### config.mk
export PLATFORM = sky130hd
export DESIGN_NAME = exec_alu
export DESIGN_NICKNAME = d
export VERILOG_FILES = /design/src/stack_cpu_pkg.sv /design/src/exec_alu.sv
export SDC_FILE = /design/constraint.sdc
export NUM_CORES = 1
export LEC_CHECK = 0
export BUFFER_PORTS_ARGS = -buffer_cell sky130_fd_sc_hd__buf_4
export CAP_MARGIN = 20
export CORE_MARGIN = 10
export CORE_UTILIZATION = 50
export DETAILED_ROUTE_END_ITERATION = 8
export PLACE_DENSITY = 0.75
export SLEW_MARGIN = 25
export SYNTH_ARGS = -nofsm -noshare
export SYNTH_HDL_FRONTEND = slang
export SYNTH_SLANG_ARGS = --single-unit
### constraint.sdc
create_clock -name vclk -period 6.38
set_input_delay 0.638 -clock vclk [all_inputs]
set_output_delay 0.638 -clock vclk [all_outputs]
set_load 0.01 [all_outputs]
### src/stack_cpu_pkg.sv
package stack_cpu_pkg;

    // ~~~~~~~~~~~~~~~~~~~~~~~~~~~~~~~~~~~~~~~~~~~~~~~~~~~~~~~~~~~~~~~~~~~~~~
    // Operation and address control codes
    // ~~~~~~~~~~~~~~~~~~~~~~~~~~~~~~~~~~~~~~~~~~~~~~~~~~~~~~~~~~~~~~~~~~~~~~
    typedef enum logic [3:0] {
        OP_NOP   = 4'd0,
        OP_ADD   = 4'd1,
        OP_SUB   = 4'd2,
        OP_AND   = 4'd3,
        OP_OR    = 4'd4,
        OP_ADDI  = 4'd5,
        OP_PUSH  = 4'd6,
        OP_POP   = 4'd7,
        OP_SETSP = 4'd8,
        OP_BL    = 4'd9,
        OP_BEQ   = 4'd10
    } opcode_e;

    typedef enum logic [2:0] {
        ADDR_NONE  = 3'd0,
        ADDR_PUSH  = 3'd1,
        ADDR_POP   = 3'd2,
        ADDR_SETSP = 3'd3,
        ADDR_BL    = 3'd4
    } addr_ctrl_e;

    // ~~~~~~~~~~~~~~~~~~~~~~~~~~~~~~~~~~~~~~~~~~~~~~~~~~~~~~~~~~~~~~~~~~~~~~
    // Instruction word, decoded as ALU form or stack form
    // ~~~~~~~~~~~~~~~~~~~~~~~~~~~~~~~~~~~~~~~~~~~~~~~~~~~~~~~~~~~~~~~~~~~~~~
    typedef struct packed {
        opcode_e     opcode;   // Bits 31:28
        logic [1:0]  rd;
        logic [1:0]  ra;
        logic [1:0]  rb;
        logic [3:0]  rsvd;     // Bits 21:18, ignored
        logic [17:0] imm;      // Signed immediate
    } alu_form_t;

    typedef struct packed {
        opcode_e     opcode;
        logic [1:0]  rd;
        logic [1:0]  rs;
        logic [1:0]  rsvd;     // Bits 23:22, ignored
        logic [21:0] target;   // Absolute word address
    } stack_form_t;

    typedef union packed {
        alu_form_t   alu_form;
        stack_form_t stack_form;
    } instr_word_u;

    // APB register map
    localparam logic [7:0] REG_EXEC = 8'h00;
    localparam logic [7:0] REG_PC   = 8'h04;
    localparam logic [7:0] REG_SP   = 8'h08;
    localparam logic [7:0] REG_MODE = 8'h0C;
    localparam logic [7:0] REG_GPR0 = 8'h10;
    localparam logic [7:0] REG_GPR1 = 8'h14;
    localparam logic [7:0] REG_GPR2 = 8'h18;
    localparam logic [7:0] REG_GPR3 = 8'h1C;

endpackage

### src/exec_alu.sv
`timescale 1ns/100ps

module exec_alu import stack_cpu_pkg::*; #(
    parameter int WORD_SIZE = 32
) (
    input  instr_word_u            instr,
    input  logic [WORD_SIZE-1:0]   a_val,
    input  logic [WORD_SIZE-1:0]   b_val,
    output logic [WORD_SIZE-1:0]   alu_result,
    output logic                   take_branch
);

    logic [WORD_SIZE-1:0] imm_ext;
    opcode_e              op;

    assign op = instr.alu_form.opcode;

    // Sign extend the 18 bit immediate
    assign imm_ext = {{(WORD_SIZE - 18){instr.alu_form.imm[17]}}, instr.alu_form.imm};

    always_comb begin
        case (op)
            OP_ADD: begin
                alu_result = a_val + b_val;
            end
            OP_SUB: begin
                alu_result = a_val - b_val;
            end
            OP_AND: begin
                alu_result = a_val & b_val;
            end
            OP_OR: begin
                alu_result = a_val | b_val;
            end
            OP_ADDI: begin
                alu_result = a_val + imm_ext;
            end
            default: begin
                alu_result = '0;    // Stack ops and NOP
            end
        endcase
    end

    // BEQ compares rd against rs, as selected by the controller
    always_comb begin
        take_branch = 1'b0;
        if (op == OP_BEQ) begin
            take_branch = (a_val == b_val);
        end
    end

endmodule

==> impl_metrics.yaml <==
clock_network:
  cts_hold_buffers: 0
  cts_setup_buffers: 0
  ctsResizeCount: 0
die:
  die_area_sq_um: 15000
  io-pin-count: 129
  rows: 37
  die_height_microns: 122
  die_x_microns: 122
  initial_core_util: 0.511
  core_area_sq_um: 10300
final_layout:
  layout-drive-gt1-share: 0.176
  regArea_sq_um: 0
  clkbuf_count: 0
  antenna_cells: 0
  layout-area-overhead-vs-synth_pct: 19.5
  fin_nets: 1083
  multi_input_area_sq_um: 4850
  nFillCells: 987
  seq_cell_count: 0
yosys:
  ys_warn_count: 0
  netlist-cell-type-count: 70
  synth_top_cell_area_share: 0.317
  syn_inst: 745
  syn_nets: 976
  syn_area_per_cell_sq_um: 7.05
  ys_seq_area_frac: 0
  synth_area_leaders: "ha_1 32%, o21ai_0 7.3%, xnor2_1 6.7%, inv_1 6.4%, a21oi_1 5.1%"
  synth_top_area_cell: "ha_1"
  netlist_area_sq_um: 5250
outcome:
  outcome: "completed"
timing:
  setup_violations: 0
  max_clock_freq_ghz: 0.173
  maxSlewHeadroom: 0.325
  fin_hold_ws_ns: 1.73
  tns_ns: 0
  finalCritPeriodShare: 0.907
  rsz0062_at_grt: "false"
  drv_slew: 0
  hold_viol: 0
  worst_slew_pin_slew_ns: 1.01
  min_period_ns: 5.79
detailed_routing:
  drt_iter0_drc: 350
  vias: 5826
  drcViolationCount: 0
  ant_nets: 0
  dr.pass1.iters: 7
  wl_per_cell_microns: 17.5
  wirelength_microns: 17300
  vias_per_cell: 5.91
placement:
  hpwl_microns: 14200
  globalplace.congestion: 0.923
  port_buffers: 119
pwr:
  pwr-share-seq: 0
  swShare: 0.560
  leakage_nw: 3.12
  netSwitchingPower_mw: 0.313
  p_comb_frac: 1.000
  clockPowerShare: 0
  cell_internal_pwr_mw: 0.246
  powerDensity_nw_per_um2: 89.0
  ir_worst_vdd_mv: 0.0457
run:
  max_cap_viol_count: 0
global_routing:
  grt_max_degree: 33
  antenna_found_initial: 0
  globalRoute.totalOverflow: 0
  grt_pass1_wl_microns: 28100
  first_global_vias: 6062
  grt_usage: 0.220
worst_setup_path:
  arrival_ns: 5.15
  crit_path_start_kind: "input port"
  endpoint_kind: "output port"
  crit_fanout: 11
  critPathKind: "input port to output port"
  cp.required_ns: 5.74
hold_path:
  min_path_type: "input port to output port"
[cell usage in the layout (no fill, tap or decap), types with 4 or more instances in the layout]
| master | Yosys | routed |
|---|---|---|
| ha_1 | 133 | 133 |
| a21o_1 | 11 | 11 |
| o21ai_1 | 5 | 5 |
| xnor2_1 | 40 | 40 |
| nand3b_1 | 4 | 4 |
| o21a_1 | 6 | 6 |
| a21oi_1 | 54 | 54 |
| nand4_1 | 5 | 5 |
| nand2_1 | 52 | 52 |
| o31ai_1 | 6 | 6 |
| nor4_1 | 6 | 6 |
| o21ai_0 | 77 | 77 |
| buf_4 | 2 | 123 |
| a211oi_1 | 5 | 5 |
| o21bai_1 | 7 | 7 |
| nor2b_1 | 9 | 9 |
| o221ai_1 | 12 | 12 |
| a221o_1 | 6 | 6 |
| inv_1 | 89 | 89 |
| nor2_1 | 69 | 68 |
| or3_1 | 4 | 4 |
| nor3_1 | 14 | 14 |
| nand2b_1 | 6 | 6 |
| nand3_1 | 10 | 10 |
| a221oi_1 | 17 | 17 |
| xor2_1 | 16 | 16 |
[kinds of logic (layout without fill, tap and decap cells)]
| kind of cell | Yosys count | in the layout | synth area share |
|---|---|---|---|
| AO/OA/AOI/OAI | 245 | 245 | 0.314 |
| multiplexers | 2 | 2 | 0.00405 |
| AND/OR/NAND/NOR | 200 | 200 | 0.184 |
| buffers and inverters | 107 | 212 | 0.0803 |
| adder cells (fa/ha/maj) | 135 | 135 | 0.325 |
| XOR/XNOR | 56 | 56 | 0.0934 |
[power groups by stage]
stage | logic, mW | registers (mW) | clock network [mW]
after floorplan | 0.370 | 0 | 0
after global routing | 0.619 | 0 | 0
after CTS | 0.553 | 0 | 0
after detailed placement | 0.549 | 0 | 0
final | 0.559 | 0 | 0
after global placement | 0.535 | 0 | 0
[stage by stage]
step	setup WS, ns	total power, mW	instances	utilization	instance area (sq um)
CTS	0.623	0.553	986	0.611	6280
finish	0.594	0.559	986	0.611	6280
global route	0.321	0.619	986	0.611	6280
global placement	0.747	0.535	986	0.610	6270
floorplan	1.34	0.370	745	-	5250
detailed placement	0.625	0.549	986	0.611	6280
[worst max-delay path, cell delays in order]
cell and delay [ns]:
buf_4 0.13, nand2b_1 0.22, nor3b_2 0.62, o21ai_0 0.18, ha_1 0.25, fa_1 0.44
and3_1 0.17, a211oi_2 0.33, o21ai_1 0.20, o22ai_2 0.28, o31ai_1 0.18, a221oi_2 0.41
o21ai_1 0.14, a221oi_1 0.42, xor2_1 0.18, o221ai_1 0.15, buf_4 0.20
[per-layer routing]
metal / wire length (microns) / track usage / up-vias
li1: - / - / 2885
met1: 7090 / 0.259 / 2677
met2: 8310 / 0.400 / 222
met3: 1340 / 0.0321 / 42
met4: 537 / 0.0700 / 0
met5: 0 / 0 / -
[Yosys cell counts, types with 5 or more instances]
master,number
nor2b_1,9
clkbuf_1,14
nor2_1,69
nand4_1,5
nand3_1,10
o21ai_0,77
xor2_1,16
o31ai_1,6
a221o_1,6
a21oi_1,54
nand2b_1,6
ha_1,133
a221oi_1,17
a21o_1,11
o21ai_1,5
inv_1,89
o221ai_1,12
nor4_1,6
o21a_1,6
nand2_1,52
xnor2_1,40
o21bai_1,7
nor3_1,14
a211oi_1,5
[cell type report]
class                           count  share of cell area
Multi-Input combinational cell    638               0.773
Tap cell                          136              0.0271
Timing Repair Buffer              123               0.147
Inverter                           89              0.0532
[path summary, 6_finish.rpt]
check / startpoint / endpoint / slack (ns) / cells past startpoint
worst max-delay path: instr[31] / alu_result[30] / 0.59 / 17
worst min-delay path: b_val[11] / alu_result[11] / 1.73 / 5
(Power assumes the default switching activity.)
