$ cat src/stack_cpu_pkg.sv
package stack_cpu_pkg;

    // ~~~~~~~~~~~~~~~~~~~~~~~~~~~~~~~~~~~~~~~~~~~~~~~~~~~~~~~~~~~~~~~~~~~~~~
    // Operation and address control codes
    // ~~~~~~~~~~~~~~~~~~~~~~~~~~~~~~~~~~~~~~~~~~~~~~~~~~~~~~~~~~~~~~~~~~~~~~
    typedef enum logic [3:0] {
        OP_NOP   = 4'd0,
        OP_ADD   = 4'd1,
        OP_SUB   = 4'd2,
        OP_AND   = 4'd3,
        OP_OR    = 4'd4,
        OP_ADDI  = 4'd5,
        OP_PUSH  = 4'd6,
        OP_POP   = 4'd7,
        OP_SETSP = 4'd8,
        OP_BL    = 4'd9,
        OP_BEQ   = 4'd10
    } opcode_e;

    typedef enum logic [2:0] {
        ADDR_NONE  = 3'd0,
        ADDR_PUSH  = 3'd1,
        ADDR_POP   = 3'd2,
        ADDR_SETSP = 3'd3,
        ADDR_BL    = 3'd4
    } addr_ctrl_e;

    // ~~~~~~~~~~~~~~~~~~~~~~~~~~~~~~~~~~~~~~~~~~~~~~~~~~~~~~~~~~~~~~~~~~~~~~
    // Instruction word, decoded as ALU form or stack form
    // ~~~~~~~~~~~~~~~~~~~~~~~~~~~~~~~~~~~~~~~~~~~~~~~~~~~~~~~~~~~~~~~~~~~~~~
    typedef struct packed {
        opcode_e     opcode;   // Bits 31:28
        logic [1:0]  rd;
        logic [1:0]  ra;
        logic [1:0]  rb;
        logic [3:0]  rsvd;     // Bits 21:18, ignored
        logic [17:0] imm;      // Signed immediate
    } alu_form_t;

    typedef struct packed {
        opcode_e     opcode;
        logic [1:0]  rd;
        logic [1:0]  rs;
        logic [1:0]  rsvd;     // Bits 23:22, ignored
        logic [21:0] target;   // Absolute word address
    } stack_form_t;

    typedef union packed {
        alu_form_t   alu_form;
        stack_form_t stack_form;
    } instr_word_u;

    // APB register map
    localparam logic [7:0] REG_EXEC = 8'h00;
    localparam logic [7:0] REG_PC   = 8'h04;
    localparam logic [7:0] REG_SP   = 8'h08;
    localparam logic [7:0] REG_MODE = 8'h0C;
    localparam logic [7:0] REG_GPR0 = 8'h10;
    localparam logic [7:0] REG_GPR1 = 8'h14;
    localparam logic [7:0] REG_GPR2 = 8'h18;
    localparam logic [7:0] REG_GPR3 = 8'h1C;

endpackage

$ cat src/step_controller.sv
`timescale 1ns/100ps

module step_controller import stack_cpu_pkg::*; #(
    parameter int WORD_SIZE = 32
) (
    input  logic                   clk,
    input  logic                   reset,
    input  logic [7:0]             paddr,
    input  logic                   psel,
    input  logic                   penable,
    input  logic                   pwrite,
    input  logic [WORD_SIZE-1:0]   pwdata,
    output logic [WORD_SIZE-1:0]   prdata,
    output logic                   pready,
    output logic                   pslverr,
    output instr_word_u            instr,
    output logic                   is_kernel,
    output logic [WORD_SIZE-1:0]   current_pc,
    output logic [WORD_SIZE-1:0]   current_sp,
    output logic [WORD_SIZE-1:0]   a_val,
    output logic [WORD_SIZE-1:0]   b_val,
    input  logic [WORD_SIZE-1:0]   alu_result,
    input  logic [WORD_SIZE-1:0]   next_sp,
    input  logic [WORD_SIZE-1:0]   mem_addr,
    input  logic [WORD_SIZE-1:0]   link_value,
    input  logic [WORD_SIZE-1:0]   branch_target,
    input  logic                   take_branch,
    output logic                   ram_we,
    output logic [WORD_SIZE-1:0]   ram_addr,
    output logic [WORD_SIZE-1:0]   ram_wdata,
    input  logic [WORD_SIZE-1:0]   ram_rdata
);

    logic [WORD_SIZE-1:0] gpr [4];
    logic                 access;
    logic                 exec_fire;
    logic                 mode_wr;
    logic                 read_ok;
    logic                 write_ok;
    logic [WORD_SIZE-1:0] rd_mux;
    logic [WORD_SIZE-1:0] pc_next;
    logic [WORD_SIZE-1:0] rd_data;
    logic                 rd_we;
    opcode_e              op;

    // ~~~~~~~~~~~~~~~~~~~~~~~~~~~~~~~~~~~~~~~~~~~~~~~~~~~~~~~~~~~~~~~~~~~~~~
    // APB slave
    // ~~~~~~~~~~~~~~~~~~~~~~~~~~~~~~~~~~~~~~~~~~~~~~~~~~~~~~~~~~~~~~~~~~~~~~
    assign access    = psel & penable;
    assign pready    = 1'b1;                               // Zero wait states
    assign exec_fire = access & pwrite & (paddr == REG_EXEC);
    assign mode_wr   = access & pwrite & (paddr == REG_MODE);

    always_comb begin
        read_ok  = 1'b0;
        write_ok = 1'b0;
        rd_mux   = '0;
        case (paddr)
            REG_EXEC: write_ok = 1'b1;                     // Write only
            REG_PC: begin
                read_ok = 1'b1;
                rd_mux  = current_pc;
            end
            REG_SP: begin
                read_ok = 1'b1;
                rd_mux  = current_sp;
            end
            REG_MODE: begin
                read_ok  = 1'b1;
                write_ok = 1'b1;
                rd_mux   = WORD_SIZE'(is_kernel);
            end
            REG_GPR0: begin
                read_ok = 1'b1;
                rd_mux  = gpr[0];
            end
            REG_GPR1: begin
                read_ok = 1'b1;
                rd_mux  = gpr[1];
            end
            REG_GPR2: begin
                read_ok = 1'b1;
                rd_mux  = gpr[2];
            end
            REG_GPR3: begin
                read_ok = 1'b1;
                rd_mux  = gpr[3];
            end
            default: ;                                      // Unknown offset
        endcase
    end

    assign prdata  = (access && !pwrite) ? rd_mux : '0;
    assign pslverr = access && (pwrite ? !write_ok : !read_ok);

    // ~~~~~~~~~~~~~~~~~~~~~~~~~~~~~~~~~~~~~~~~~~~~~~~~~~~~~~~~~~~~~~~~~~~~~~
    // Decode and operand select
    // ~~~~~~~~~~~~~~~~~~~~~~~~~~~~~~~~~~~~~~~~~~~~~~~~~~~~~~~~~~~~~~~~~~~~~~
    assign instr = pwdata;                                  // Decode bus
    assign op    = instr.alu_form.opcode;

    always_comb begin
        case (op)
            OP_ADD, OP_SUB, OP_AND, OP_OR, OP_ADDI: begin
                a_val = gpr[instr.alu_form.ra];
                b_val = gpr[instr.alu_form.rb];
            end
            default: begin                                  // Stack form uses rd, rs
                a_val = gpr[instr.stack_form.rd];
                b_val = gpr[instr.stack_form.rs];
            end
        endcase
    end

    // Result selection per opcode
    always_comb begin
        pc_next = link_value;
        rd_data = alu_result;
        rd_we   = 1'b0;
        case (op)
            OP_ADD, OP_SUB, OP_AND, OP_OR, OP_ADDI: rd_we = 1'b1;
            OP_POP: begin
                rd_data = ram_rdata;
                rd_we   = 1'b1;
            end
            OP_BL: begin
                rd_data = link_value;                       // Return address
                rd_we   = 1'b1;
                pc_next = branch_target;
            end
            OP_BEQ: pc_next = take_branch ? branch_target : link_value;
            default: ;
        endcase
    end

    assign ram_we    = exec_fire && (op == OP_PUSH);
    assign ram_addr  = mem_addr;
    assign ram_wdata = b_val;                               // Value of rs

    // Architectural state
    always_ff @(posedge clk) begin
        if (reset) begin
            current_pc <= '0;
            current_sp <= '0;
            is_kernel  <= 1'b1;                             // Boot in kernel mode
            for (int i = 0; i < 4; i++) begin
                gpr[i] <= '0;
            end
        end else begin
            if (exec_fire) begin
                current_pc <= pc_next;
                current_sp <= next_sp;
                if (rd_we) begin
                    gpr[instr.alu_form.rd] <= rd_data;
                end
            end
            if (mode_wr) begin
                is_kernel <= pwdata[0];
            end
        end
    end

endmodule

$ cat config.mk
export PLATFORM = sky130hd
export DESIGN_NAME = step_controller
export DESIGN_NICKNAME = d
export VERILOG_FILES = /design/src/stack_cpu_pkg.sv /design/src/step_controller.sv
export SDC_FILE = /design/constraint.sdc
export NUM_CORES = 1
export LEC_CHECK = 0
export BUFFER_PORTS_ARGS = -buffer_cell sky130_fd_sc_hd__buf_2
export CAP_MARGIN = 10
export CORE_AREA = 2 2 192 194
export CTS_BUF_LIST = sky130_fd_sc_hd__clkbuf_8
export DETAILED_ROUTE_END_ITERATION = 16
export DIE_AREA = 0 0 194 196
export GPL_ROUTABILITY_DRIVEN = 0
export PLACE_DENSITY = 0.61
export REMOVE_ABC_BUFFERS = 1
export SLEW_MARGIN = 40
export SYNTH_ARGS = -nofsm -noshare
export SYNTH_HDL_FRONTEND = slang
export SYNTH_SLANG_ARGS = --single-unit
$ cat constraint.sdc
create_clock -name clk -period 8.4 [get_ports clk]
set_input_delay 0.84 -clock clk [delete_from_list [all_inputs] [get_ports clk]]
set_output_delay 0.84 -clock clk [all_outputs]
set_load 0.005 [all_outputs]
==> metrics.cfg <==
[run_status]
status=finished clean

[floorplan]
die_w_um=194
std_cell_rows=70
boundaryPins=498
dieArea_um2=38000
core-area_um2=36100
start_util=0.360
dieHeight_um=196

[worst_setup_path]
crit_type=input port to register
cp.arrival_ps=4110
r2r_cells=2
crit_required_ps=8570
path_max_fanout=43
r2r-end=current_pc[28]$_SDFFE_PP0P_
worst_setup_path_end_kind=register
r2r_setup_slack_ps=7630
startpoint_type=input port
r2r-start=current_pc[28]$_SDFFE_PP0P_

[placement]
dp_hpwl_mm=37.1
io_buffers=390
dpl_worst_slack_ps=3950
dpl.cell_count=1891

[sta]
worstMarginPinSlew_ps=816
relSlewSlack=0.454
finalCritPeriodShare=0.470
drv_slew=0
setup_violations=0
finalHoldViolCount=0
worst_slack_ps=4450
min_period_ps=3950
finClkSkew_ps=0
tns_ps=0
rsz0062_at_grt=false
max_freq_ghz=0.253

[hold_path]
hold_end=current_sp[2]$_SDFFE_PP0P_
min_path_cells=2
hold_path_class=register to register
hp-start=current_sp[2]$_SDFFE_PP0P_

[synth]
synth_edf_count=128
ys_types=40
ys_seq_area_frac=0.396
syn_inst=1219
synth_seq_cells=193
ys.flop_type=edfxtp_1
async_reset_ff_frac=0
avgSynthCellArea_um2=10.6
synth_warnings=0
synth_area_um2=13000

[power_and_ir_drop]
power_density_nw_per_um2=141
clockPowerShare=0.274
power.switching_uw=639
swShare=0.297
pwr-share-comb=0.227
irDropWorstVdd_mv=0.0930
leakagePower_uw=0.00612
intPower_uw=1510
seq_power_share=0.499

[layout]
multi_input_area_um2=6800
postLayoutCoreUtil=0.421
fillCellCount=3512
nets=1680
drive_above_1_share=0.451
regArea_um2=5140
area_growth_pct=17.1
layout.cells.non_filler=1924

[clocking]
numClockSinks=193
post-cts-setup-buffers=0
cts_buffers=17
cts_tree=built
cts_root_buf=clkbuf_8
cts.clk_slew.worst_paths_ps=90
cts_buffer_depth=2
insertion_delay_ps=490
htreeDepth=4
hold_buffers=0
cts_resized=0

[global_route]
grt_max_degree=44
gr-usage-all-layers=0.275
antenna_found_initial=1
grt-ovfl-total=0
grt_first_pass_wirelength_mm=75.4
grt_pass1_vias=11200

[drt]
wirelength_mm=53.5
first_iter_violations=1003
firstDrtPassIters=7
drt-vias-per-instance=5.95
drc=0
drtAntennaViolNets=0
wl_per_cell_um=27.8
vias=11500

[run]
max_cap_violations=0

## critical path, cell delays in order
cell     delay, ps
buf_2          100
buf_4          340
or3_1          510
nor4_4         260
buf_4          410
nand3_1        430
o21ai_4        720
buf_4          430
## worst max path at each step
stage / from / endpoint / slack, ps
floorplan: paddr[1] / gpr[0][0]$_SDFFCE_PN0P_ / 2180
global placement: paddr[4] / gpr[0][11]$_SDFFCE_PN0P_ / 3890
CTS: paddr[4] / gpr[3][11]$_DFFE_PP_ / 4490
detailed placement: paddr[4] / gpr[3][3]$_DFFE_PP_ / 3950
global route: paddr[4] / gpr[3][11]$_DFFE_PP_ / 4280
finish: paddr[4] / gpr[3][11]$_DFFE_PP_ / 4450
## routing by layer
metal | wire length (µm) | track usage
met5 | 310 | 0.0587
met4 | 1050 | 0.0760
met3 | 5950 | 0.0987
met2 | 25100 | 0.448
met1 | 21000 | 0.340
## layout by cell type, fill, tap and decap left out, drive strengths merged, types with 2 or more instances in the layout
cell type	instances
buf	419
nor2	154
edfxtp	128
nand2	113
a21oi	112
mux4	96
a22o	93
mux2	84
dfxtp	65
o21ai	50
a31oi	32
a222oi	17
clkbuf	17
a221o	13
inv	9
nor2b	6
nand2b	5
nor3	4
nand3	4
clkinv	4
mux2i	3
clkinvlp	3
or4	2
nand4bb	2
a221oi	2
nor4bb	2
and4b	2
nor4	2
a211oi	2
## power by group through the flow
stage / Clock, µW / Sequential [µW] / Combinational (µW)
3_5_place_dp: 0 / 1090 / 488
3_3_place_gp: 0 / 1090 / 471
6_report: 588 / 1070 / 489
5_1_grt: 633 / 1080 / 519
4_1_cts: 602 / 1070 / 490
2_1_floorplan: 0 / 1080 / 236
## cells by family (layout without fill, tap and decap cells)
kind of cell / count (synthesis) / count (layout) / share of synthesized area
flops: 193 / 193 / 0.396
buf+inv: 217 / 453 / 0.0961
other cells: 1 / 2 / 0.000289
compound gates: 325 / 325 / 0.169
simple gates: 300 / 300 / 0.0963
mux: 183 / 183 / 0.242
## sequential cells by signal, summed over array words and instances, names as in the netlist
signal and cells:
gpr 128, current_sp 32, is_kernel 1, current_pc 32
## final cells by class
class,instances,area share
diodes,1,0.000165
inverters,2,0.000494
clock inverters,15,0.00798
well taps,468,0.0385
repair buffers,419,0.151
multi-input cells,809,0.448
clock buffers,17,0.0154
flip-flops and latches,193,0.338
## synthesized netlist by cell type, types with 2 or more instances
library cell,instances,area share
a211oi_1,2,0.0012
a21oi_1,112,0.043
a221o_1,13,0.010
a221oi_1,2,0.0013
a222oi_1,17,0.013
a22o_1,93,0.063
a31oi_1,32,0.015
and4b_1,2,0.0015
buf_1,7,0.0020
buf_2,13,0.0050
buf_4,97,0.056
buf_6,7,0.0061
clkbuf_1,91,0.026
dfxtp_1,65,0.10
edfxtp_1,128,0.30
inv_1,2,0.00058
mux2_2,84,0.073
mux2i_1,3,0.0023
mux4_2,96,0.17
nand2_1,113,0.033
nand2b_1,5,0.0024
nand3_1,4,0.0015
nand4bb_1,2,0.0017
nor2_1,154,0.045
nor2b_1,6,0.0029
nor3_1,4,0.0015
nor4bb_1,2,0.0015
o21ai_0,50,0.019
or4_4,2,0.0017
## stage by stage
step                      hold WS [ps]  instance area, µm²  power, µW
final                              485               15200       2150
after global routing               498               15200       2230
after CTS                          483               15200       2160
after detailed placement           467               14800       1580
after global placement             461               14600       1560
after floorplan                    459               11700       1320
No activity file was read; power rests on OpenSTA's default activity.
