`config.mk`:
```
export PLATFORM = sky130hd
export DESIGN_NAME = mem_address_handler
export DESIGN_NICKNAME = d
export VERILOG_FILES = /design/src/stack_cpu_pkg.sv /design/src/mem_address_handler.sv
export SDC_FILE = /design/constraint.sdc
export NUM_CORES = 1
export LEC_CHECK = 0
export ABC_AREA = 1
export BUFFER_PORTS_ARGS = -buffer_cell sky130_fd_sc_hd__buf_2
export CORE_MARGIN = 1.5
export CORE_UTILIZATION = 40
export DETAILED_ROUTE_END_ITERATION = 6
export PLACE_DENSITY = 0.77
export SYNTH_ARGS = -nofsm -noshare
export SYNTH_HDL_FRONTEND = slang
export SYNTH_SLANG_ARGS = --single-unit
export TNS_END_PERCENT = 20
```
`constraint.sdc`:
```
create_clock -name vclk -period 2.3
set_input_delay 0.46 -clock vclk [all_inputs]
set_output_delay 0.46 -clock vclk [all_outputs]
set_load 0.01 [all_outputs]
```
`src/stack_cpu_pkg.sv`:
```
package stack_cpu_pkg;

    // ~~~~~~~~~~~~~~~~~~~~~~~~~~~~~~~~~~~~~~~~~~~~~~~~~~~~~~~~~~~~~~~~~~~~~~
    // Operation and address control codes
    // ~~~~~~~~~~~~~~~~~~~~~~~~~~~~~~~~~~~~~~~~~~~~~~~~~~~~~~~~~~~~~~~~~~~~~~
    typedef enum logic [3:0] {
        OP_NOP   = 4'd0,
        OP_ADD   = 4'd1,
        OP_SUB   = 4'd2,
        OP_AND   = 4'd3,
        OP_OR    = 4'd4,
        OP_ADDI  = 4'd5,
        OP_PUSH  = 4'd6,
        OP_POP   = 4'd7,
        OP_SETSP = 4'd8,
        OP_BL    = 4'd9,
        OP_BEQ   = 4'd10
    } opcode_e;

    typedef enum logic [2:0] {
        ADDR_NONE  = 3'd0,
        ADDR_PUSH  = 3'd1,
        ADDR_POP   = 3'd2,
        ADDR_SETSP = 3'd3,
        ADDR_BL    = 3'd4
    } addr_ctrl_e;

    // ~~~~~~~~~~~~~~~~~~~~~~~~~~~~~~~~~~~~~~~~~~~~~~~~~~~~~~~~~~~~~~~~~~~~~~
    // Instruction word, decoded as ALU form or stack form
    // ~~~~~~~~~~~~~~~~~~~~~~~~~~~~~~~~~~~~~~~~~~~~~~~~~~~~~~~~~~~~~~~~~~~~~~
    typedef struct packed {
        opcode_e     opcode;   // Bits 31:28
        logic [1:0]  rd;
        logic [1:0]  ra;
        logic [1:0]  rb;
        logic [3:0]  rsvd;     // Bits 21:18, ignored
        logic [17:0] imm;      // Signed immediate
    } alu_form_t;

    typedef struct packed {
        opcode_e     opcode;
        logic [1:0]  rd;
        logic [1:0]  rs;
        logic [1:0]  rsvd;     // Bits 23:22, ignored
        logic [21:0] target;   // Absolute word address
    } stack_form_t;

    typedef union packed {
        alu_form_t   alu_form;
        stack_form_t stack_form;
    } instr_word_u;

    // APB register map
    localparam logic [7:0] REG_EXEC = 8'h00;
    localparam logic [7:0] REG_PC   = 8'h04;
    localparam logic [7:0] REG_SP   = 8'h08;
    localparam logic [7:0] REG_MODE = 8'h0C;
    localparam logic [7:0] REG_GPR0 = 8'h10;
    localparam logic [7:0] REG_GPR1 = 8'h14;
    localparam logic [7:0] REG_GPR2 = 8'h18;
    localparam logic [7:0] REG_GPR3 = 8'h1C;

endpackage

```
`src/mem_address_handler.sv`:
```
`timescale 1ns/100ps

module mem_address_handler import stack_cpu_pkg::*; #(
    parameter int WORD_SIZE           = 32,
    parameter int KERNEL_STACK_TOP    = 4096,
    parameter int KERNEL_STACK_BOTTOM = 6143,
    parameter int USER_STACK_TOP      = 6144,
    parameter int USER_STACK_BOTTOM   = 8191
) (
    input  instr_word_u            instr,
    input  logic                   is_kernel,
    input  logic [WORD_SIZE-1:0]   current_pc,
    input  logic [WORD_SIZE-1:0]   current_sp,
    input  logic [WORD_SIZE-1:0]   src_val,
    output logic [WORD_SIZE-1:0]   next_sp,
    output logic [WORD_SIZE-1:0]   mem_addr,
    output logic [WORD_SIZE-1:0]   link_value,
    output logic [WORD_SIZE-1:0]   branch_target
);

    addr_ctrl_e           control;
    logic [WORD_SIZE-1:0] top_stack;
    logic [WORD_SIZE-1:0] bottom_stack;

    // Opcode to address control code
    always_comb begin
        case (instr.stack_form.opcode)
            OP_PUSH:  control = ADDR_PUSH;
            OP_POP:   control = ADDR_POP;
            OP_SETSP: control = ADDR_SETSP;
            OP_BL:    control = ADDR_BL;
            default:  control = ADDR_NONE;
        endcase
    end

    // Bounds of the active stack
    assign top_stack    = is_kernel ? WORD_SIZE'(KERNEL_STACK_TOP)
                                    : WORD_SIZE'(USER_STACK_TOP);
    assign bottom_stack = is_kernel ? WORD_SIZE'(KERNEL_STACK_BOTTOM)
                                    : WORD_SIZE'(USER_STACK_BOTTOM);

    assign link_value    = current_pc + 1'b1;
    assign branch_target = WORD_SIZE'(instr.stack_form.target);

    // ~~~~~~~~~~~~~~~~~~~~~~~~~~~~~~~~~~~~~~~~~~~~~~~~~~~~~~~~~~~~~~~~~~~~~~
    // Stack pointer arithmetic
    // ~~~~~~~~~~~~~~~~~~~~~~~~~~~~~~~~~~~~~~~~~~~~~~~~~~~~~~~~~~~~~~~~~~~~~~
    always_comb begin
        case (control)
            ADDR_PUSH: begin
                next_sp  = (current_sp > top_stack) ? current_sp - 1'b1 : top_stack;
                mem_addr = next_sp;                     // Store at new SP
            end
            ADDR_POP: begin
                next_sp  = (current_sp < bottom_stack) ? current_sp + 1'b1 : bottom_stack;
                mem_addr = current_sp;                  // Load from old SP
            end
            ADDR_SETSP: begin
                next_sp  = src_val;
                mem_addr = src_val;
            end
            ADDR_BL: begin
                next_sp  = current_sp;                  // No repair on branch
                mem_addr = branch_target;
            end
            default: begin
                // Zero SP means not yet set up, park it at the bottom
                next_sp  = (current_sp == '0) ? bottom_stack : current_sp;
                mem_addr = current_sp;
            end
        endcase
    end

endmodule

```
==> results of run 1 <==
layout by cell type (no fill, tap or decap), types with 18 or more instances in the layout:
cell type	Yosys	layout
buf_2	9	226
nand2_1	240	206
buf_4	34	103
inv_1	78	69
nand4_1	61	61
nor2_1	87	47
xor2_1	42	40
nand2_2	6	33
o21ai_0	48	33
nand3_1	47	30
nor2_2	10	29
nor2_4	3	24
buf_6	4	22
nand3_2	10	18
what timing repair did:
item                                    in CTS  in global routing
pin swaps                                   21                 50
resized for setup                           64                157
setup buffers                                6                  9
gates cloned                                 1                  3
endpoints found under the setup margin      63                 73
where the power goes:
part	total (mW)	internal (mW)	switching (mW)
registers	0	0	0
clock network	0	0	0
logic	1.08	0.476	0.603
total	1.08	0.476	0.603
cell type report:
cell class                 count  area (um2)
timing repair buffer         372        2520
tap                          129         161
fill                         697        2500
multi-input combinational    615        3730
inverter                      82         323
path summary, 6_finish.rpt:
check | slack [ns] | depth (start not counted) | endpoint
min | 1.12 | 2 | branch_target[21]
max | -0.15 | 12 | next_sp[12]
synthesized netlist by cell type:
cell type	instances
nand2_1	240
nor2_1	87
inv_1	78
nand4_1	61
o21ai_0	48
nand3_1	47
xor2_1	42
buf_4	34
clkbuf_1	12
nor3_1	11
xnor2_1	11
nand3_2	10
nor2_2	10
buf_2	9
nand2_2	6
ha_1	5
nand3b_1	5
nor3_2	5
buf_6	4
inv_2	3
nor2_4	3
nor4_1	3
o211ai_1	3
a21o_1	1
a21oi_1	1
a21oi_4	1
clkbuf_2	1
clkinv_1	1
conb_1	1
nand2_4	1
nor3b_1	1
o21ai_1	1
or2_2	1
metrics by stage:
step | std cells | instance area (um2)
after floorplan | 756 | 3830
after global placement | 1180 | 5750
after detailed placement | 1180 | 5750
after CTS | 1187 | 6070
after global routing | 1198 | 6740
final | 1198 | 6740
kinds of logic (layout without fill, tap and decap cells):
| logic type | Yosys count | after routing | synth area share |
|---|---|---|---|
| AO/OA/AOI/OAI | 55 | 55 | 0.0781 |
| XOR/XNOR | 53 | 53 | 0.122 |
| adder cells (fa/ha/maj) | 5 | 5 | 0.0165 |
| buffers and inverters | 142 | 454 | 0.185 |
| other | 1 | 10 | 0.000988 |
| AND/OR/NAND/NOR | 491 | 492 | 0.597 |
layer usage:
| layer | vias up | global-route usage | routed length, um |
|---|---|---|---|
| met5 | - | 0 | 0 |
| met4 | 0 | 0.107 | 1140 |
| met3 | 140 | 0.0286 | 1840 |
| met2 | 530 | 0.599 | 9530 |
| met1 | 2979 | 0.321 | 6660 |
| li1 | 3030 | - | - |
==> impl_metrics.ini, run 1 <==
[global_routing]
grt.overflow.total = 0
grtUsageTotal = 0.299
grt_pass1_vias = 5800
antenna_found_initial = 0
grt_max_degree = 24
grt_pass1_wl_um = 25100

[finish]
design.seq.count = 0
fin_nets = 1205
seq_area_um2 = 0
final_util = 0.729
antennaDiodeCount = 0
area_growth_pct = 77.5
drive_above_1_share = 0.495
clockBufferCount = 0

[timing]
setup_viol = 62
fmax_mhz = 408
finalCriticalPeriod_ns = 2.45
fin_ws_ns = -0.153
period_share = 1.07
grt_setup_unrepaired = true
hold_ws_ns = 1.12
slew_viol_final = 0
hold_viol_final = 0
final.setup.tns_ns = -4.36

[logic_synthesis]
yosys.area.top_type = nand2_1
synth_area_leaders = nand2_1 (24%), nand4_1 (10%), xor2_1 (9.7%), nor2_1 (8.6%), inv_1 (7.7%)
synthDistinctLibCells = 33
synth_area_per_cell_um2 = 5.08
synth_top_area_frac = 0.237
netlist_area_um2 = 3790
netlist_instances = 747
ys_warn_count = 0
synth.yosys.seq_area_share = 0

[clock_tree]
cts_hold_buffers = 0

[die]
rows = 35
io_pins = 257
core_um2 = 9240
start_util = 0.411
die_width_um = 100
die_h_um = 100
die_area_um2 = 10100

[routing]
vias = 6679
wl_per_cell_um = 16.0
viasPerCell = 5.58
drt_pass1_iterations = 6
drtAntennaViolNets = 0
totalWireLength_um = 19200
drtIter0Drc = 577
route.detailed.drc = 0

[place]
port_buffers = 241
routabilityCongestion = 0.955
pre_cts_ws_ns = -0.277
post-dp-hpwl_um = 13000

[status]
status = complete, but fails checks
violations = setup timing

[power_and_ir_drop]
cellPowerDensity_nw_per_um2 = 160
power_mw = 1.08
power.leakage_nw = 3.42
ir_drop_v = 0.0000980

[job]
maxCapViolCount = 0

[setup_path]
setup.worst_path.end_class = output port
cp.arrival_ns = 1.99
crit_path_start = current_sp[11]
required_ns = 1.84
crit_buf_inv = 4
worstPathCellList = buf_8 > buf_4 > nor2_2 > nand2_1 > buf_4 > nor2_2 > nand2_1 > nand2_1 > nand3_1 > nand2_2 > nand4_1 > buf_2
slowest_stage = buf_4
critPathMaxStageDelay_ns = 0.18
worst_path_dominant_cell_family = simple AND/OR/NAND/NOR gates
critPathKind = in -> out
cp_max_fo = 6
critPathMostFrequentCell = nand2_1
cp-start-kind = input port

[min_path]
hp-class = in -> out
min-delay-start = instr[21]
Note: power is estimated with default switching activity, not from simulation.
==> run 2, diff against run 1 <==
PLACE_DENSITY = default   (was 0.77)
PLACE_DENSITY_LB_ADDON = 0.08   (was default)
SLEW_MARGIN = 20   (was default)
==> impl_metrics.ini, run 2 (synthesis results as in run 1) <==
[timing]
hold_viol_final = 0
fmax_mhz = 421
hold_ws_ns = 1.12
period_share = 1.03
slew_viol_final = 0
setup_viol = 9
grt_setup_unrepaired = true
fin_ws_ns = -0.0760
finalCriticalPeriod_ns = 2.38

[finish]
design.seq.count = 0
fillers = 829
antennaDiodeCount = 0
clockBufferCount = 0
drive_above_1_share = 0.479
mostFrequentLayoutCells = buf_2 (231), nand2_1 (211), buf_4 (118)
seq_area_um2 = 0
final_common_cell = buf_2
area_growth_pct = 74.5
stdcell_count = 1200
fin_nets = 1207

[routing]
viasPerCell = 5.00
drtIter0Drc = 244
drtAntennaViolNets = 0
drt_pass1_iterations = 5
wl_per_cell_um = 13.6
route.detailed.drc = 0
vias = 6005
totalWireLength_um = 16300

[setup_path]
required_ns = 1.84
critPathKind = in -> out
cp-start-kind = input port
setup.worst_path.end_class = output port
cp.arrival_ns = 1.92
cp_max_fo = 4

[job]
maxCapViolCount = 0

[status]
violations = setup timing
status = complete, but fails checks

[place]
post-dp-hpwl_um = 12600
port_buffers = 241
routabilityCongestion = 0.955
placedCellCount = 1184

[global_routing]
grtUsageTotal = 0.294
antenna_found_initial = 0
grt_max_degree = 21
grt_pass1_vias = 5344
grt_pass1_wl_um = 24600
grt.overflow.total = 0

[die]
start_util = 0.411
core_um2 = 9240
die_width_um = 100
io_pins = 257
die_area_um2 = 10100
rows = 35
die_h_um = 100

[min_path]
whs_endpoint = branch_target[17]
min_path_cells = 2
hp-class = in -> out
min-delay-start = instr[17]

[power_and_ir_drop]
power_mw = 1.02
cellPowerDensity_nw_per_um2 = 154
power.leakage_nw = 3.41
ir_drop_v = 0.0000907

[clock_tree]
cts_hold_buffers = 0
-- run 2: cell count changes in the layout (fill, tap and decap cells not counted), sizes merged --
cell,previous run,this run
buf,368,372
clkbuf,4,2
-- run 2: per-layer routing --
| layer | vias to the layer above | GRT usage | part of all wire |
|---|---|---|---|
| met5 | - | 0 | 0 |
| met4 | 0 | 0.0704 | 0.016 |
| met3 | 20 | 0.0286 | 0.072 |
| met2 | 252 | 0.556 | 0.51 |
| met1 | 2703 | 0.355 | 0.40 |
| li1 | 3030 | - | - |
-- run 2: how the worst max path moves through the flow --
stage	startpoint	to	slack [ns]	depth (start not counted)
floorplan	current_sp[0]	mem_addr[13]	0.15	10
global placement	current_sp[1]	mem_addr[24]	-0.17	13
detailed placement	current_sp[1]	mem_addr[24]	-0.18	13
CTS	current_sp[11]	next_sp[19]	-0.07	14
global route	current_sp[8]	next_sp[27]	-0.15	12
finish	current_sp[8]	next_sp[27]	-0.08	12
-- run 2: timing repair --
item                                    CTS  global route
pin swaps                                15            42
endpoints found under the setup margin   54            74
buffers inserted                          6             7
cloned                                    2             2
gates resized for setup                  71           121
-- run 2: critical path, stage by stage --
cell and delay (ns):
buf_8 0.11, buf_6 0.11, nor2_4 0.14, nand2_2 0.10, nor2_4 0.15, nand2_4 0.08, nor2_4 0.18, nand2_1 0.09
xor2_1 0.20, nand2_2 0.11, nand3_2 0.08, buf_6 0.10
-- run 2: stage by stage --
| stage | setup slack (ns) | TNS, ns | utilization | area (um2) |
|---|---|---|---|---|
| 6_report | -0.0760 | -0.310 | 0.717 | 6620 |
| 5_1_grt | -0.149 | -3.20 | 0.717 | 6620 |
| 4_1_cts | -0.0681 | -0.979 | 0.661 | 6110 |
| 3_5_place_dp | -0.179 | -5.48 | 0.621 | 5740 |
| 3_3_place_gp | -0.167 | -4.93 | 0.621 | 5740 |
| 2_1_floorplan | 0.152 | 0 | - | 3830 |
-- run 2: power by group --
part / leakage [nW] / switching, mW / internal, mW / total [mW]
sequential: 0 / 0 / 0 / 0
clock: 0 / 0 / 0 / 0
combinational: 3.41 / 0.560 / 0.458 / 1.02
total: 3.41 / 0.560 / 0.458 / 1.02
-- run 2: area by class of cell --
class	instances	area, um2	share of cell area
well taps	129	161	0.0244
repair buffers	374	2410	0.364
multi-input cells	615	3730	0.563
inverters	82	323	0.0487
==> run 3, diff against run 2 <==
SKIP_LAST_GASP = 1   (was default)
==> impl_metrics.ini, run 3 (synthesis results as in run 1) <==
[setup_path]
required_ns = 1.84
critPathMostFrequentCell = nor2_4
crit_buf_inv = 3
critical_path.endpoint = mem_addr[27]
worst_path_dominant_cell_family = simple AND/OR/NAND/NOR gates
crit_path_start = current_sp[8]
worst-path-stages = 12
cp_max_fo = 3
slowest_stage = xor2_1
cp-start-kind = input port
worstPathCellList = buf_4 > buf_4 > nor2_4 > nand2_2 > nor2_4 > nand2_4 > nor2_4 > nand2_1 > xor2_1 > nand2_2 > nand3_1 > buf_2
critPathKind = in -> out
cp.arrival_ns = 1.92
critPathMaxStageDelay_ns = 0.21
setup.worst_path.end_class = output port

[die]
start_util = 0.411
die_area_um2 = 10100
die_h_um = 100
rows = 35
core_um2 = 9240
io_pins = 257
die_width_um = 100

[routing]
vias = 5947
totalWireLength_um = 16000
viasPerCell = 4.94
wl_per_cell_um = 13.3
drt_pass1_iterations = 5
drtAntennaViolNets = 0
route.detailed.drc = 0
drtIter0Drc = 275

[global_routing]
grtUsageTotal = 0.294
grt_pass1_wl_um = 24500
grt_pass1_vias = 5344
antenna_found_initial = 0
grt_max_degree = 21
grt.overflow.total = 0

[min_path]
min_path_cells = 2
hp-class = in -> out

[finish]
multi_input_area_um2 = 3600
seq_area_um2 = 0
clockBufferCount = 0
drive_above_1_share = 0.465
mostFrequentLayoutCells = buf_2 (234), nand2_1 (216), buf_4 (122)
fin_nets = 1209
area_growth_pct = 70.3
fillers = 871
postLayoutCellArea_um2 = 6460
final_common_cell = buf_2
design.seq.count = 0

[status]
status = complete, but fails checks
violations = setup timing

[place]
dpl_cell_area_um2 = 5740
routabilityCongestion = 0.955
port_buffers = 241
post-dp-hpwl_um = 12600

[timing]
period_share = 1.03
fin_ws_ns = -0.0795
final.setup.tns_ns = -0.515
setup_viol = 19
finalCriticalPeriod_ns = 2.38
grt_setup_unrepaired = true
fmax_mhz = 420
hold_viol_final = 0
slew_viol_final = 0

[power_and_ir_drop]
power.leakage_nw = 3.38
cellPowerDensity_nw_per_um2 = 153
ir_drop_v = 0.0000910

[clock_tree]
cts_hold_buffers = 0

[job]
maxCapViolCount = 0
==> run 3: cell count changes in the layout (fill, tap and decap cells not counted), sizes merged <==
cell	change
buf	+3
clkbuf	-1
diode	+1
==> run 3: how the worst min path moves through the flow <==
stage | slack (ns) | to | start
after floorplan | 0.96 | link_value[0] | current_pc[0]
after global placement | 1.12 | branch_target[1] | instr[1]
after detailed placement | 1.12 | branch_target[17] | instr[17]
after CTS | 1.12 | branch_target[17] | instr[17]
after global routing | 1.13 | branch_target[11] | instr[11]
final | 1.12 | branch_target[17] | instr[17]
==> run 3: layout make-up <==
class,count,share of cell area
Tap cell,129,0.0250
Timing Repair Buffer,376,0.368
Multi-Input combinational cell,615,0.557
Inverter,82,0.0499
Antenna cell,1,0.000387
==> run 3: what timing repair did <==
action,4_1_cts,5_1_grt
buffers inserted,6,10
pin swaps,13,41
setup endpoints to repair,54,74
cloned,2,1
gates resized for setup,58,98
==> run 3: per-stage QoR <==
stage / instances / util / hold WS [ns] / total power, mW / setup WS, ns
after floorplan: 756 / - / 0.964 / 0.465 / 0.152
after global placement: 1184 / 0.621 / 1.12 / 0.900 / -0.167
after detailed placement: 1184 / 0.621 / 1.12 / 0.903 / -0.179
after CTS: 1192 / 0.658 / 1.12 / 0.949 / -0.0682
after global routing: 1202 / 0.699 / 1.13 / 1.08 / -0.162
final: 1203 / 0.700 / 1.12 / 0.991 / -0.0795
==> run 3: power by group <==
| part | internal (mW) | switching [mW] |
|---|---|---|
| clock network | 0.0000000581 | 0 |
| registers | 0 | 0 |
| logic | 0.445 | 0.547 |
| total | 0.445 | 0.547 |
==> run 3: per-layer routing <==
layer | wire (um) | GRT usage | vias up
met3 | 1050 | 0.0286 | 34
met2 | 8130 | 0.553 | 231
li1 | - | - | 3038
met4 | 397 | 0.0737 | 0
met1 | 6420 | 0.355 | 2644
met5 | 0 | 0 | -
